## src/logic/display_defines.svh

```systemverilog
`ifndef DISPLAY_DEFINES_SVH
`define DISPLAY_DEFINES_SVH

// 640x480 raster, horizontal timing in pixels
`define H_ACTIVE 640
`define H_FRONT 16
`define H_SYNC 96
`define H_BACK 48
`define H_TOTAL 800

// Vertical timing in lines
`define V_ACTIVE 480
`define V_FRONT 10
`define V_SYNC 2
`define V_BACK 33
`define V_TOTAL 525

// On-screen keyboard
`define KEY_Y_TOP 370
`define KEY_PITCH 24
`define KEY_WIDTH 22
`define WHITE_X0 11
`define WHITE_LEN 100
`define WHITE_LEN_PRESSED 110
`define BLACK_LEN 50
`define BLACK_LEN_PRESSED 60
`define NUM_WHITE 15
`define NUM_BLACK 11

// Slider track and knob
`define SLIDER_X0 100
`define SLIDER_Y0 300
`define SLIDER_LEN 600
`define SLIDER_THICK 10
`define KNOB_WIDTH 20

// Cursor and marker cell
`define CELL_W 64
`define CELL_H 16

// Palette, 9 bits per channel
`define PAL_BG_R 9'h000
`define PAL_BG_G 9'h000
`define PAL_BG_B 9'h000
`define PAL_BLACK_KEY_R 9'h010
`define PAL_BLACK_KEY_G 9'h020
`define PAL_BLACK_KEY_B 9'h0f0
`define PAL_WHITE_KEY_R 9'h1f0
`define PAL_WHITE_KEY_G 9'h1f0
`define PAL_WHITE_KEY_B 9'h1f0
`define PAL_CURSOR_R 9'h1f0
`define PAL_CURSOR_G 9'h1f0
`define PAL_CURSOR_B 9'h1f0
`define PAL_KNOB_R 9'h100
`define PAL_KNOB_G 9'h130
`define PAL_KNOB_B 9'h1f0
`define PAL_MARKER_R 9'h1ff
`define PAL_MARKER_G 9'h086
`define PAL_MARKER_B 9'h006

`endif

```

## src/logic/display_pkg.sv

```systemverilog
package display_pkg;

	// Pixel or line coordinate
	typedef logic [9:0] coord_t;

	typedef enum logic [1:0] {
		HP_ACTIVE = 2'd0,
		HP_FRONT  = 2'd1,
		HP_SYNC   = 2'd2,
		HP_BACK   = 2'd3
	} h_phase_e;

	typedef enum logic [1:0] {
		VP_ACTIVE = 2'd0,
		VP_FRONT  = 2'd1,
		VP_SYNC   = 2'd2,
		VP_BACK   = 2'd3
	} v_phase_e;

	// Codes 1 and 5 were text layers
	typedef enum logic [2:0] {
		BG        = 3'd0,
		BLACK_KEY = 3'd2,
		WHITE_KEY = 3'd3,
		CURSOR    = 3'd4,
		KNOB      = 3'd6,
		MARKER    = 3'd7
	} color_e;

endpackage

```

## src/logic/vga_timing.sv

```systemverilog
`include "display_defines.svh"

module vga_timing (
	input  logic                VGA_CLK,
	input  logic                reset,
	output display_pkg::coord_t x,
	output display_pkg::coord_t y,
	output logic                h_sync,
	output logic                v_sync,
	output logic                active
);
	import display_pkg::*;

	h_phase_e h_phase;
	v_phase_e v_phase;
	logic     line_end;

	assign line_end = (x == `H_TOTAL - 1);

	// Pixel counter and horizontal phase
	always_ff @(posedge VGA_CLK) begin
		if (reset) begin
			x       <= '0;
			h_phase <= HP_ACTIVE;
		end else begin
			if (line_end)
				x <= '0;
			else
				x <= x + 1'b1;

			case (h_phase)
				HP_ACTIVE: if (x == `H_ACTIVE - 1) h_phase <= HP_FRONT;
				HP_FRONT:  if (x == `H_ACTIVE + `H_FRONT - 1) h_phase <= HP_SYNC;
				HP_SYNC:   if (x == `H_ACTIVE + `H_FRONT + `H_SYNC - 1) h_phase <= HP_BACK;
				HP_BACK:   if (line_end) h_phase <= HP_ACTIVE;
				default:   h_phase <= HP_ACTIVE;
			endcase
		end
	end

	// Line counter, steps once per line
	always_ff @(posedge VGA_CLK) begin
		if (reset) begin
			y       <= '0;
			v_phase <= VP_ACTIVE;
		end else if (line_end) begin
			if (y == `V_TOTAL - 1)
				y <= '0;
			else
				y <= y + 1'b1;

			case (v_phase)
				VP_ACTIVE: if (y == `V_ACTIVE - 1) v_phase <= VP_FRONT;
				VP_FRONT:  if (y == `V_ACTIVE + `V_FRONT - 1) v_phase <= VP_SYNC;
				VP_SYNC:   if (y == `V_ACTIVE + `V_FRONT + `V_SYNC - 1) v_phase <= VP_BACK;
				VP_BACK:   if (y == `V_TOTAL - 1) v_phase <= VP_ACTIVE;
				default:   v_phase <= VP_ACTIVE;
			endcase
		end
	end

	assign h_sync = (h_phase != HP_SYNC); // Active low
	assign v_sync = (v_phase != VP_SYNC);
	assign active = (h_phase == HP_ACTIVE) && (v_phase == VP_ACTIVE);

endmodule

```

## src/logic/keyboard_painter.sv

```systemverilog
`include "display_defines.svh"

module keyboard_painter (
	input  display_pkg::coord_t x,
	input  display_pkg::coord_t y,
	input  logic [7:0]          scan_code1,
	input  logic [7:0]          scan_code2,
	input  logic [7:0]          scan_code3,
	input  logic [7:0]          scan_code4,
	output logic                white_hit,
	output logic                black_hit
);

	localparam int SLOTS = `NUM_WHITE;

	// Scan code per white key, keys 11 to 14 have none
	localparam logic [7:0] WHITE_CODE [SLOTS] = '{
		8'h37, 8'h39, 8'h3b, 8'h3c, 8'h3e, 8'h40, 8'h41, 8'h43,
		8'h45, 8'h47, 8'h48, 8'h00, 8'h00, 8'h00, 8'h00
	};
	localparam logic [SLOTS-1:0] WHITE_HAS_CODE = 15'b000_0111_1111_1111;

	// Black keys by slot, no key at slots 3, 6, 10 and 13
	localparam logic [7:0] BLACK_CODE [SLOTS] = '{
		8'h36, 8'h38, 8'h3a, 8'h00, 8'h3d, 8'h3f, 8'h00, 8'h42,
		8'h44, 8'h46, 8'h00, 8'h49, 8'h00, 8'h00, 8'h00
	};
	localparam logic [SLOTS-1:0] BLACK_PRESENT  = 15'b101_1011_1011_0111;
	localparam logic [SLOTS-1:0] BLACK_HAS_CODE = 15'b000_1011_1011_0111;

	logic [SLOTS-1:0] white_pressed;
	logic [SLOTS-1:0] black_pressed;
	logic             white_cov;
	logic             black_cov;

	// Any of the four voices holding a key's code presses it
	always_comb begin
		for (int n = 0; n < SLOTS; n++) begin
			white_pressed[n] = WHITE_HAS_CODE[n] &&
				(scan_code1 == WHITE_CODE[n] || scan_code2 == WHITE_CODE[n] ||
				 scan_code3 == WHITE_CODE[n] || scan_code4 == WHITE_CODE[n]);
			black_pressed[n] = BLACK_HAS_CODE[n] &&
				(scan_code1 == BLACK_CODE[n] || scan_code2 == BLACK_CODE[n] ||
				 scan_code3 == BLACK_CODE[n] || scan_code4 == BLACK_CODE[n]);
		end
	end

	always_comb begin
		int px;
		int py;
		int left;
		int len;
		px        = int'(x);
		py        = int'(y);
		white_cov = 1'b0;
		black_cov = 1'b0;
		for (int n = 0; n < SLOTS; n++) begin
			// White key n
			left = `WHITE_X0 + n * `KEY_PITCH;
			len  = white_pressed[n] ? `WHITE_LEN_PRESSED : `WHITE_LEN;
			if (px >= left && px < left + `KEY_WIDTH &&
			    py >= `KEY_Y_TOP && py < `KEY_Y_TOP + len)
				white_cov = 1'b1;

			// Black key in slot n, sits half a pitch left of its white key
			left = n * `KEY_PITCH;
			len  = black_pressed[n] ? `BLACK_LEN_PRESSED : `BLACK_LEN;
			if (BLACK_PRESENT[n] && px >= left && px < left + `KEY_WIDTH &&
			    py >= `KEY_Y_TOP && py < `KEY_Y_TOP + len)
				black_cov = 1'b1;
		end
	end

	assign black_hit = black_cov;
	assign white_hit = white_cov && !black_cov; // Black keys drawn on top

endmodule

```

## src/logic/slider_painter.sv

```systemverilog
`include "display_defines.svh"

module slider_painter (
	input  display_pkg::coord_t x,
	input  display_pkg::coord_t y,
	input  logic [7:0]          slide_val,
	output logic                track_hit,
	output logic                knob_hit
);

	logic [17:0] knob_prod;
	logic [11:0] knob_left; // Can run past the raster for large values
	logic [11:0] x_ext;
	logic        in_rows;

	assign knob_prod = 18'(`SLIDER_LEN) * 18'(slide_val);
	assign knob_left = 12'(`SLIDER_X0) + 12'(knob_prod[17:7]); // Scale by 1/128
	assign x_ext     = {2'b00, x};

	assign in_rows = (y >= `SLIDER_Y0) && (y <= `SLIDER_Y0 + `SLIDER_THICK);

	assign track_hit = in_rows && (x >= `SLIDER_X0) && (x <= `SLIDER_X0 + `SLIDER_LEN);

	// Both edges of the knob inclusive
	assign knob_hit = in_rows && (x_ext >= knob_left) &&
		(x_ext <= knob_left + 12'(`KNOB_WIDTH));

endmodule

```

## src/logic/overlay_painter.sv

```systemverilog
`include "display_defines.svh"

module overlay_painter (
	input  display_pkg::coord_t x,
	input  display_pkg::coord_t y,
	input  logic [3:0]          cursor_col,
	input  logic [3:0]          cursor_row,
	input  logic [3:0]          marker_col,
	input  logic [3:0]          marker_row,
	output logic                cursor_hit,
	output logic                marker_hit
);
	import display_pkg::*;

	// Column range half open, row range closed at both ends
	function automatic logic cell_hit(input coord_t px, input coord_t py,
	                                  input logic [3:0] col, input logic [3:0] row);
		logic [10:0] left;
		logic [10:0] right;
		logic [10:0] top;
		logic [10:0] bottom;
		left   = 11'(col) * 11'(`CELL_W);
		right  = left + 11'(`CELL_W);
		top    = 11'(row) * 11'(`CELL_H);
		bottom = top + 11'(`CELL_H);
		return (11'(px) >= left) && (11'(px) < right) &&
		       (11'(py) >= top) && (11'(py) <= bottom);
	endfunction

	assign cursor_hit = cell_hit(x, y, cursor_col, cursor_row);
	assign marker_hit = cell_hit(x, y, marker_col, marker_row);

endmodule

```

## src/logic/pixel_mux.sv

```systemverilog
`include "display_defines.svh"

module pixel_mux (
	input  logic       VGA_CLK,
	input  logic       reset,
	input  logic       h_sync,
	input  logic       v_sync,
	input  logic       active,
	input  logic       white_hit,
	input  logic       black_hit,
	input  logic       track_hit,
	input  logic       knob_hit,
	input  logic       cursor_hit,
	input  logic       marker_hit,
	output logic       hs,
	output logic       vs,
	output logic       de,
	output logic [9:0] vga_r,
	output logic [9:0] vga_g,
	output logic [9:0] vga_b
);
	import display_pkg::*;

	color_e     code;
	logic [8:0] pal_r;
	logic [8:0] pal_g;
	logic [8:0] pal_b;

	// Fixed layer priority, everything blanked outside the active area
	always_comb begin
		if (!active)                     code = BG;
		else if (marker_hit)             code = MARKER;
		else if (knob_hit)               code = KNOB;
		else if (cursor_hit)             code = CURSOR;
		else if (white_hit || track_hit) code = WHITE_KEY; // Track shares key colour
		else if (black_hit)              code = BLACK_KEY;
		else                             code = BG;
	end

	always_comb begin
		case (code)
			BLACK_KEY: {pal_r, pal_g, pal_b} = {`PAL_BLACK_KEY_R, `PAL_BLACK_KEY_G, `PAL_BLACK_KEY_B};
			WHITE_KEY: {pal_r, pal_g, pal_b} = {`PAL_WHITE_KEY_R, `PAL_WHITE_KEY_G, `PAL_WHITE_KEY_B};
			CURSOR:    {pal_r, pal_g, pal_b} = {`PAL_CURSOR_R, `PAL_CURSOR_G, `PAL_CURSOR_B};
			KNOB:      {pal_r, pal_g, pal_b} = {`PAL_KNOB_R, `PAL_KNOB_G, `PAL_KNOB_B};
			MARKER:    {pal_r, pal_g, pal_b} = {`PAL_MARKER_R, `PAL_MARKER_G, `PAL_MARKER_B};
			default:   {pal_r, pal_g, pal_b} = {`PAL_BG_R, `PAL_BG_G, `PAL_BG_B};
		endcase
	end

	// One output stage keeps syncs aligned with colour
	always_ff @(posedge VGA_CLK) begin
		if (reset) begin
			hs    <= 1'b1;
			vs    <= 1'b1;
			de    <= 1'b0;
			vga_r <= '0;
			vga_g <= '0;
			vga_b <= '0;
		end else begin
			hs    <= h_sync;
			vs    <= v_sync;
			de    <= active;
			vga_r <= {1'b0, pal_r};
			vga_g <= {1'b0, pal_g};
			vga_b <= {1'b0, pal_b};
		end
	end

endmodule

```

## src/logic/display_top.sv

```systemverilog
module display_top (
	input  logic       VGA_CLK,
	input  logic       reset,
	input  logic [7:0] scan_code1,
	input  logic [7:0] scan_code2,
	input  logic [7:0] scan_code3,
	input  logic [7:0] scan_code4,
	input  logic [7:0] slide_val,
	input  logic [3:0] cursor_col,
	input  logic [3:0] cursor_row,
	input  logic [3:0] marker_col,
	input  logic [3:0] marker_row,
	output logic       hs,
	output logic       vs,
	output logic       de,
	output logic [9:0] vga_r,
	output logic [9:0] vga_g,
	output logic [9:0] vga_b
);
	import display_pkg::*;

	coord_t x;
	coord_t y;
	logic   h_sync;
	logic   v_sync;
	logic   active;
	logic   white_hit;
	logic   black_hit;
	logic   track_hit;
	logic   knob_hit;
	logic   cursor_hit;
	logic   marker_hit;

	vga_timing u_timing (
		.VGA_CLK (VGA_CLK),
		.reset   (reset),
		.x       (x),
		.y       (y),
		.h_sync  (h_sync),
		.v_sync  (v_sync),
		.active  (active)
	);

	keyboard_painter u_keys (
		.x          (x),
		.y          (y),
		.scan_code1 (scan_code1),
		.scan_code2 (scan_code2),
		.scan_code3 (scan_code3),
		.scan_code4 (scan_code4),
		.white_hit  (white_hit),
		.black_hit  (black_hit)
	);

	slider_painter u_slider (
		.x         (x),
		.y         (y),
		.slide_val (slide_val),
		.track_hit (track_hit),
		.knob_hit  (knob_hit)
	);

	overlay_painter u_overlay (
		.x          (x),
		.y          (y),
		.cursor_col (cursor_col),
		.cursor_row (cursor_row),
		.marker_col (marker_col),
		.marker_row (marker_row),
		.cursor_hit (cursor_hit),
		.marker_hit (marker_hit)
	);

	pixel_mux u_mux (
		.VGA_CLK    (VGA_CLK),
		.reset      (reset),
		.h_sync     (h_sync),
		.v_sync     (v_sync),
		.active     (active),
		.white_hit  (white_hit),
		.black_hit  (black_hit),
		.track_hit  (track_hit),
		.knob_hit   (knob_hit),
		.cursor_hit (cursor_hit),
		.marker_hit (marker_hit),
		.hs         (hs),
		.vs         (vs),
		.de         (de),
		.vga_r      (vga_r),
		.vga_g      (vga_g),
		.vga_b      (vga_b)
	);

endmodule

```

## config.mk

```make
export PLATFORM = sky130hd
export DESIGN_NAME = display_top
export DESIGN_NICKNAME = d
export VERILOG_FILES = /design/src/logic/display_pkg.sv /design/src/logic/vga_timing.sv /design/src/logic/keyboard_painter.sv /design/src/logic/slider_painter.sv /design/src/logic/overlay_painter.sv /design/src/logic/pixel_mux.sv /design/src/logic/display_top.sv
export VERILOG_INCLUDE_DIRS = /design/src /design/src/logic
export SDC_FILE = /design/constraint.sdc
export NUM_CORES = 1
export LEC_CHECK = 0
export ABC_AREA = 1
export BUFFER_PORTS_ARGS = -buffer_cell sky130_fd_sc_hd__buf_2
export CAP_MARGIN = 30
export CORE_MARGIN = 3
export CORE_UTILIZATION = 40
export CTS_CLUSTER_SIZE = 14
export DETAILED_ROUTE_END_ITERATION = 7
export PLACE_DENSITY = 0.57
export SYNTH_ARGS = -nofsm -noshare
export SYNTH_HDL_FRONTEND = slang
export SYNTH_SLANG_ARGS = --single-unit
```

## constraint.sdc

```tcl
create_clock -name VGA_CLK -period 7.2 [get_ports VGA_CLK]
set_clock_uncertainty 0.1 [all_clocks]
set_input_delay 0.36 -clock VGA_CLK [delete_from_list [all_inputs] [get_ports VGA_CLK]]
set_output_delay 0.36 -clock VGA_CLK [all_outputs]
set_load 0.1 [all_outputs]
```

## Word level (Yosys, flattened, before mapping)

Index checks and enable logic that the tools add are counted.

- Bits in registers: 57
- Word-level logic and storage cells: 464
- Output and inout port bits: 33
- Input port bits: 58

- Multipliers: 1
- Mux-type cells: 66
- Order comparisons: 88
- Reductions and logical operators: 159
- Eq/ne operators: 109
- $add $sub $neg: 28

Operators with widths:

| operator | number |
|---|---|
| $add 10x32->32 const A | 20 |
| $lt 11x32->1 | 20 |
| $eq 8x6->1 const B | 40 |
| $eq 8x7->1 const B | 40 |
| $lt 10x8->1 const B | 10 |
| $lt 10x9->1 const B | 10 |
| $ge 10x8->1 const B | 9 |
| $ge 10x9->1 const B | 9 |
| $logic_and 1x1->1 | 90 |
| $mux 4 | 20 |
| $pmux 9 s4 | 2 |
| $logic_or 1x1->1 | 61 |
| $eq 10x10->1 const B | 5 |
| $ge 10x7->1 const B | 5 |
| $lt 10x7->1 const B | 4 |
| $eq 10x9->1 const B | 3 |
| $ge 10x6->1 const B | 3 |
| $lt 10x6->1 const B | 3 |
| $pmux 9 s3 | 1 |
| $mux 1 | 26 |
| $add 10x7->11 const B | 2 |
| $le 10x11->1 | 2 |
| $lt 10x11->1 | 2 |
| $add 10x1->10 const B | 2 |
| other kinds (29) | 62 |

## Depth between registers and ports, before layout

Gate-level depths: netlist of the first run.

- Depth after elaboration: 33
- Gate-level depth with buffers: 41
- Mapped depth without buffers: 41

## Cells and area by module

Synthesis of the first run repeated with hierarchy kept, for this count alone.

- Cell total of the unflattened synthesis: 1637
- Area total of the unflattened synthesis: 9168.8 µm²

By module, submodules not included:

| module | cells an instance | instances | area each (µm²) | seq. area each (µm²) |
|---|---|---|---|---|
| keyboard_painter | 806 | 1 | 3784.9 | 0.0 |
| slider_painter | 333 | 1 | 2093.3 | 0.0 |
| vga_timing | 224 | 1 | 1496.4 | 480.5 |
| overlay_painter | 202 | 1 | 1194.9 | 0.0 |
| pixel_mux | 72 | 1 | 599.3 | 220.2 |

## Worst setup path after synthesis of the first run

No wires, ideal clock.

- Path type: in2reg
- Start: input port slide_val[4]
- End: register u_mux.vga_r[4]
- Stages: 39
- Slack: 1.868 ns
- Library setup time: 0.113 ns
- Path buffers: 0
- Data required time: 6.987 ns
- Arrival time: 5.119 ns
- Cells stage by stage: ha_1 > ha_1 > inv_1 > fa_1 > fa_1 > inv_1 > ha_1 > inv_1 > o21ai_0 > nor2_1 > nand2_2 > nand2_1 > nand2_1 > ha_1 > nand2_2 > nand2_1 > inv_1 > nand2_1 > [... 3 more ...] > xor2_1 > ha_1 > nand2_1 > inv_1 > o21ai_0 > nand2_1 > nand2_1 > nand2_1 > nand2_1 > nand2_1 > nor2_4 > nand2_2 > nand3_1 > nand2_2 > inv_2 > nand3_2 > nor2_1 > nor2_1

- Word-level cells in the longest chain between the ends: 11
- Elaborated cells on any way between the ends: 17
- Classes of those cells: add/sub (2); mul (1); order compare (2); eq/ne (5); mux (4); reduce/logical (3)

RTL lines:

| element | line | text |
|---|---|---|
| start: declaration | display_top.sv:8 | `input logic [7:0] slide_val,` |
| $mul 7x8->15 (*) | slider_painter.sv:16 | `` assign knob_prod = 18'(`SLIDER_LEN) * 18'(slide_val); `` |
| $add 7x11->12 (*) | slider_painter.sv:17 | `` assign knob_left = 12'(`SLIDER_X0) + 12'(knob_prod[17:7]); `` |
| $add 12x5->12 / $ge 10x12->1 (equally long branches) | slider_painter.sv:26, slider_painter.sv:25 |  |
| $le 10x12->1 / $logic_and 1x1->1 (equally long branches) | slider_painter.sv:26, slider_painter.sv:25 |  |
| $logic_and 1x1->1 (*) | slider_painter.sv:25 | `assign knob_hit = in_rows && (x_ext >= knob_left) &&` |
| $mux 3 (*) | pixel_mux.sv:33 | `else if (knob_hit) code = KNOB;` |
| $mux 3 (*) | pixel_mux.sv:32 | `else if (marker_hit) code = MARKER;` |
| $mux 3 (*) | pixel_mux.sv:31 | `if (!active) code = BG;` |
| $eq 3x2->1 / $eq 3x3->1 (equally long branches) | pixel_mux.sv:41 | `case (code)` |
| $reduce_or 2->1 (no line) | - |  |
| $pmux 9 s4 (*) | pixel_mux.sv:41 |  |
| end signal: assignment | pixel_mux.sv:64 | `vga_r <= {1'b0, pal_r};` |
| end: declaration | pixel_mux.sv:18 | `output logic [9:0] vga_r,` |

Every way passes the cells marked *; elsewhere a longest branch is shown, timed or not.
A chain may end at the register's enable or synchronous reset.

## Final worst setup path of the first run

Ends and elaborated chain as after synthesis.

==> reports/qor.yml, run 1 <==
cts:
  cts_root_buffer: "clkbuf_16"
  postCtsSetupBuffers: 0
  cts_tree: "built"
  postCtsHoldBufs: 0
  cts_resized: 0
  cts_sinks: 35
  cts_made_buffers: 5
  clkLatencyLatePin_ns: 0.28
  cts_buffer_depth: 2
  cts.clk_slew.worst_paths_ns: 0.05
  cts-htree-levels: 2
run:
  maxCapViolations: 0
floorplanning:
  initial_core_util_pct: 41.2
  row_count: 51
  fp.dieH_um: 148
  die_area_um2: 22000
  ioPinCount: 91
  coreArea_um2: 19700
  die_w_um: 148
logic_synthesis:
  synth_commonest_cells: "nand2_1 (355), inv_1 (215), nor2_1 (183), ha_1 (150), nand3_1 (79)"
  post-synth-top-count-cell: "nand2_1"
  synth_edf_count: 0
  yosys-top-cells-area: "ha_1 (23%), nand2_1 (16%), inv_1 (9.9%), dfxtp_1 (8.6%), nor2_1 (8.5%)"
  synth_top_area_share_pct: 23.1
  ys_warn_count: 0
  yosysTopAreaCell: "ha_1"
  ys_seq_elements: 35
  synth_ff_type: "dfxtp_1"
  synth_area_per_cell_um2: 5.93
  async_flop_share_pct: 0
  synth.distinct_cells: 57
  synth_area_um2: 8120
  syn_inst: 1369
  synth-seq-area-share_pct: 8.63
place:
  post_dp_cell_area_um2: 8680
  place_congestion: 0.947
  io_buffers: 83
  hpwl_um: 19600
setup_path:
  path_common_cell: "nand2_1"
  critPathRequiredTime_ns: 7.32
  max_stage_delay_ns: 0.51
  r2r_cells: 19
  startpoint: "slide_val[4]"
  crit_family: "adder cells"
  critPathKind: "in2reg"
  cp_max_fo: 5
  r2r-start: "u_timing.y[1]$_SDFFE_PP0P_"
  critPathSlowestCell: "fa_1"
  crit-reg2reg-capture: "u_mux.vga_r[4]$_SDFF_PP0_"
  setup.worst_path.start_class: "input port"
  cp-endpoint: "u_mux.vga_r[4]$_SDFF_PP0_"
  reg2reg_slack_ns: 3.50
  worstSetupPathDepth: 41
  endpoint_kind: "flop"
  worstPathArrival_ns: 5.68
  worst-path-buf-inv: 7
power_and_ir_drop:
  powerDensity_nw_per_um2: 147
  clkPwrFrac_pct: 16.2
  power.switching_w: 0.000655
  intPower_w: 0.000641
  switching_share_pct: 50.6
  seq_power_share_pct: 16.0
  pwr-share-comb_pct: 67.8
  leakage_nw: 4.94
  ir_drop_v: 0.000123
sta:
  tns_ns: 0
  finalSetupViolCount: 0
  hold_viol: 0
  fin_crit_ns: 5.56
  final_max_slew_viol_count: 0
  fmaxAchievable_mhz: 180
  relSlewSlack_pct: 43.6
  worst_pin_slew_ns: 0.825
  grt_setup_unrepaired: "false"
  period_share_pct: 77.3
route:
  first_pass_iters: 5
  routed_wl_um: 23400
  antenna_left: 0
  num_vias: 8504
  wl_per_cell_um: 13.8
  vias_per_cell: 5.01
  drcViolationCount: 0
  first_iter_violations: 471
finish:
  regArea_um2: 701
  antenna_cells: 0
  multi_input_area_um2: 6360
  drive_gt1_share_pct: 9.29
  nets: 1644
  final_area_um2: 8820
  area_delta_synth_final_pct: 8.58
  fillCellCount: 2148
global_route:
  grt_pass1_vias: 7876
  grt_pass1_wl_um: 38800
  grt-ovfl-total: 0
  grt_max_degree: 26
  antenna_found_initial: 0
  track_usage_pct: 21.1
min_path:
  hold_class: "in2reg"
run_status:
  status: "finished, final reports clean"
[per-layer routing]
| metal | global-route usage, % | share of wire (%) |
|---|---|---|
| met1 | 31.3 | 51 |
| met2 | 33.0 | 42 |
| met3 | 1.95 | 5.1 |
| met4 | 4.62 | 1.8 |
| met5 | 0 | 0 |
[how the worst min path moves through the flow]
stage / startpoint / end / slack, ns / depth (start not counted)
6_report: reset / u_mux.vga_g[5]$_SDFF_PP0_ / 0.24 / 2
2_1_floorplan: u_timing.x[0]$_SDFF_PP0_ / u_timing.x[0]$_SDFF_PP0_ / 0.32 / 1
5_1_grt: reset / u_mux.de$_SDFF_PP0_ / 0.25 / 2
3_3_place_gp: u_timing.x[0]$_SDFF_PP0_ / u_timing.x[0]$_SDFF_PP0_ / 0.33 / 1
3_5_place_dp: u_timing.x[0]$_SDFF_PP0_ / u_timing.x[0]$_SDFF_PP0_ / 0.34 / 1
4_1_cts: reset / u_mux.vga_g[5]$_SDFF_PP0_ / 0.24 / 2
[cells by family (layout without fill, tap and decap cells)]
| kind of cell | count (synthesis) | count (layout) | synth area share, % |
|---|---|---|---|
| and+or+nand+nor | 713 | 713 | 37.3 |
| buffers and inverters | 261 | 317 | 13.3 |
| AOI/OAI and AO/OA | 178 | 178 | 13.2 |
| adders and majority gates | 156 | 156 | 24.6 |
| DFF | 35 | 35 | 8.63 |
| xor gates and xnor gates | 25 | 25 | 2.88 |
| other | 1 | 7 | 0.0462 |
[power by group through the flow]
stage / clock, W / combinational (W) / sequential, W
2_1_floorplan: 0 / 0.000672 / 0.000229
3_3_place_gp: 0 / 0.000869 / 0.000212
3_5_place_dp: 0 / 0.000871 / 0.000212
4_1_cts: 0.000213 / 0.000877 / 0.000208
5_1_grt: 0.000222 / 0.00102 / 0.000209
6_report: 0.000209 / 0.000879 / 0.000208
[flip-flops by register name (all words and copies together) (netlist names), 2 cells and up]
register	cells
u_timing.y	10
u_mux.vga_r	3
u_timing.v_phase	2
u_mux.vga_g	3
u_mux.vga_b	2
u_timing.x	10
u_timing.h_phase	2
[cell type report]
cell class	instances	share of cell area [%]
multi-input cells	1079	72.1
repair buffers	88	5.14
flip-flops and latches	35	7.95
clock inverters	2	0.142
well taps	265	3.76
inverters	221	9.41
clock buffers	6	1.46
[metrics by stage]
step | hold WS [ns] | power, W | cells | setup slack [ns] | utilization (%)
2_1_floorplan | 0.317 | 0.000901 | 1375 | 1.87 | -
3_3_place_gp | 0.331 | 0.00108 | 1688 | 1.41 | 44.0
3_5_place_dp | 0.343 | 0.00108 | 1688 | 1.32 | 44.0
4_1_cts | 0.235 | 0.00130 | 1696 | 1.60 | 44.7
5_1_grt | 0.251 | 0.00145 | 1696 | 1.01 | 44.7
6_report | 0.241 | 0.00130 | 1696 | 1.64 | 44.7
[cell usage in the layout (no fill, tap or decap), types with 8 or more instances in the layout]
| cell | instances |
|---|---|
| a21oi_1 | 61 |
| a31oi_1 | 8 |
| buf_2 | 83 |
| dfxtp_1 | 35 |
| ha_1 | 150 |
| inv_1 | 215 |
| nand2_1 | 355 |
| nand2_2 | 11 |
| nand3_1 | 79 |
| nand4_1 | 24 |
| nor2_1 | 183 |
| nor3_1 | 25 |
| nor4_1 | 8 |
| o21ai_0 | 52 |
| o21bai_1 | 8 |
| xor2_1 | 16 |
No activity file was read; power rests on OpenSTA's default activity.
==> run 2, diff against run 1 <==
- clock period: 7.2 -> 5.5 ns (I/O delays scaled with it)
==> run 2 against run 1 <==
First-iteration DRC count rose by 9.8%. Die area did not move. Core utilization rose by 2.3 points. Cell area rose by 5.2%. Critical path depth fell by 4. Clock-buffer cell count fell by 1. Flip-flop and latch count did not move. Cell count rose by 1.7%. Sequential power rose by 31%. Sequential share of layout area fell by 0.39 points. Combinational power rose by 71%.
==> reports/qor.yml, run 2 (synthesized netlist as in run 1, its figures left out) <==
power_and_ir_drop:
  ir_drop_v: 0.000245
  powerDensity_nw_per_um2: 226
  leakage_nw: 5.13
setup_path:
  path_common_cell: "inv_1"
  endpoint_kind: "flop"
  r2r-start: "u_timing.y[4]$_SDFFE_PP0P_"
  critPathSlowestCell: "fa_1"
  setup.worst_path.start_class: "input port"
  cp_max_fo: 5
  crit-reg2reg-capture: "u_mux.vga_r[4]$_SDFF_PP0_"
  max_stage_delay_ns: 0.49
  critPathRequiredTime_ns: 5.57
  worstPathArrival_ns: 5.29
  r2r_cells: 18
  critPathKind: "in2reg"
  reg2reg_slack_ns: 1.73
run:
  maxCapViolations: 0
finish:
  final_core_util_pct: 47.0
  antenna_cells: 0
  mostFrequentLayoutCells: "nand2_1 (342), inv_1 (214), nor2_1 (179)"
  fillCellCount: 2129
  reg_top3: "u_timing.x (10), u_timing.y (10)"
  nets: 1673
  drive_gt1_share_pct: 13.6
  final_area_um2: 9280
  layout_commonest_cell: "nand2_1"
  area_delta_synth_final_pct: 14.2
floorplanning:
  die_area_um2: 22000
  row_count: 51
  initial_core_util_pct: 41.2
  fp.dieH_um: 148
  coreArea_um2: 19700
  ioPinCount: 91
  die_w_um: 148
sta:
  final_max_slew_viol_count: 0
  fmaxAchievable_mhz: 192
  period_share_pct: 94.8
  fin_crit_ns: 5.22
  relSlewSlack_pct: 37.4
  worst_pin_slew_ns: 0.938
  finalSetupViolCount: 0
  hold_viol: 0
min_path:
  hp-start: "reset"
  min_to: "u_mux.vga_g[5]$_SDFF_PP0_"
  hold_class: "in2reg"
  hold_depth: 2
global_route:
  grt_pass1_vias: 8010
  grt_pass1_wl_um: 39500
  track_usage_pct: 21.4
  grt_max_degree: 26
  grt-ovfl-total: 0
  antenna_found_initial: 0
route:
  routed_wl_um: 23800
  wl_per_cell_um: 13.8
  first_pass_iters: 5
  antenna_left: 0
  drcViolationCount: 0
  vias_per_cell: 5.06
  first_iter_violations: 517
  num_vias: 8720
cts:
  cts.clk_slew.worst_paths_ns: 0.06
  cts_sinks: 35
  cts-htree-levels: 2
  cts_buffer_depth: 2
  cts_made_buffers: 5
  clkLatencyLatePin_ns: 0.28
  postCtsHoldBufs: 0
  cts_root_buffer: "clkbuf_16"
  cts_tree: "built"
run_status:
  status: "finished, final reports clean"
place:
  hpwl_um: 20000
  post_dp_cell_area_um2: 8850
  place_congestion: 0.955
  io_buffers: 83
==> run 2: repair_timing <==
item                       in CTS  in global routing
setup endpoints to repair       0                  8
buffers inserted                0                  6
gates resized for setup         0                 48
==> run 2: through the flow <==
stage                     power (W)  std cells  hold WS [ns]  setup WS, ns  TNS [ns]
after floorplan             0.00118       1375         0.244         0.253         0
after global placement      0.00156       1711         0.336       -0.0932    -0.311
after detailed placement    0.00158       1711         0.339        -0.198     -1.04
after CTS                   0.00191       1719         0.151        0.0872         0
after global routing        0.00231       1725         0.182        -0.121    -0.368
final                       0.00210       1725         0.153         0.284         0
==> run 2: worst max path at each step <==
stage / from / endpoint / slack, ns / depth (start not counted)
global route: slide_val[3] / u_mux.vga_r[4]$_SDFF_PP0_ / -0.12 / 40
floorplan: slide_val[4] / u_mux.vga_r[4]$_SDFF_PP0_ / 0.25 / 39
detailed placement: slide_val[4] / u_mux.vga_r[4]$_SDFF_PP0_ / -0.20 / 41
finish: slide_val[3] / u_mux.vga_g[4]$_SDFF_PP0_ / 0.28 / 37
CTS: slide_val[4] / u_mux.vga_r[4]$_SDFF_PP0_ / 0.09 / 41
global placement: slide_val[4] / u_mux.vga_r[4]$_SDFF_PP0_ / -0.09 / 40
==> run 2: layout make-up <==
cell class                 instances  area, µm²  share of cell area [%]
clock buffer                       5        125                    1.35
inverter                         221        830                    8.94
clock inverter                     3       43.8                   0.472
multi-input combinational       1079       6570                    70.9
tap                              265        332                    3.57
sequential                        35        701                    7.55
timing repair buffer             117        671                    7.23
==> run 2: worst max-delay path, delay by kind of cell <==
family	cells	cell delay (ns)
adder cells (fa/ha/maj)	7	2.12
AND/OR/NAND/NOR	15	1.41
buffers and inverters	9	0.69
AO/OA/AOI/OAI	4	0.52
XOR/XNOR	2	0.29
==> run 2: routing by layer <==
layer  global-route usage, %  wire length, µm
met5                       0                0
met4                    3.33              278
met3                    1.65             1160
met2                    34.7            10500
met1                    31.6            11800
==> run 2: report_power, final <==
| group | internal [W] | switching [W] | total (W) |
|---|---|---|---|
| sequential | 0.000264 | 0.00000807 | 0.000272 |
| combinational | 0.000630 | 0.000868 | 0.00150 |
| clock | 0.000214 | 0.000112 | 0.000325 |
| total | 0.00111 | 0.000988 | 0.00210 |
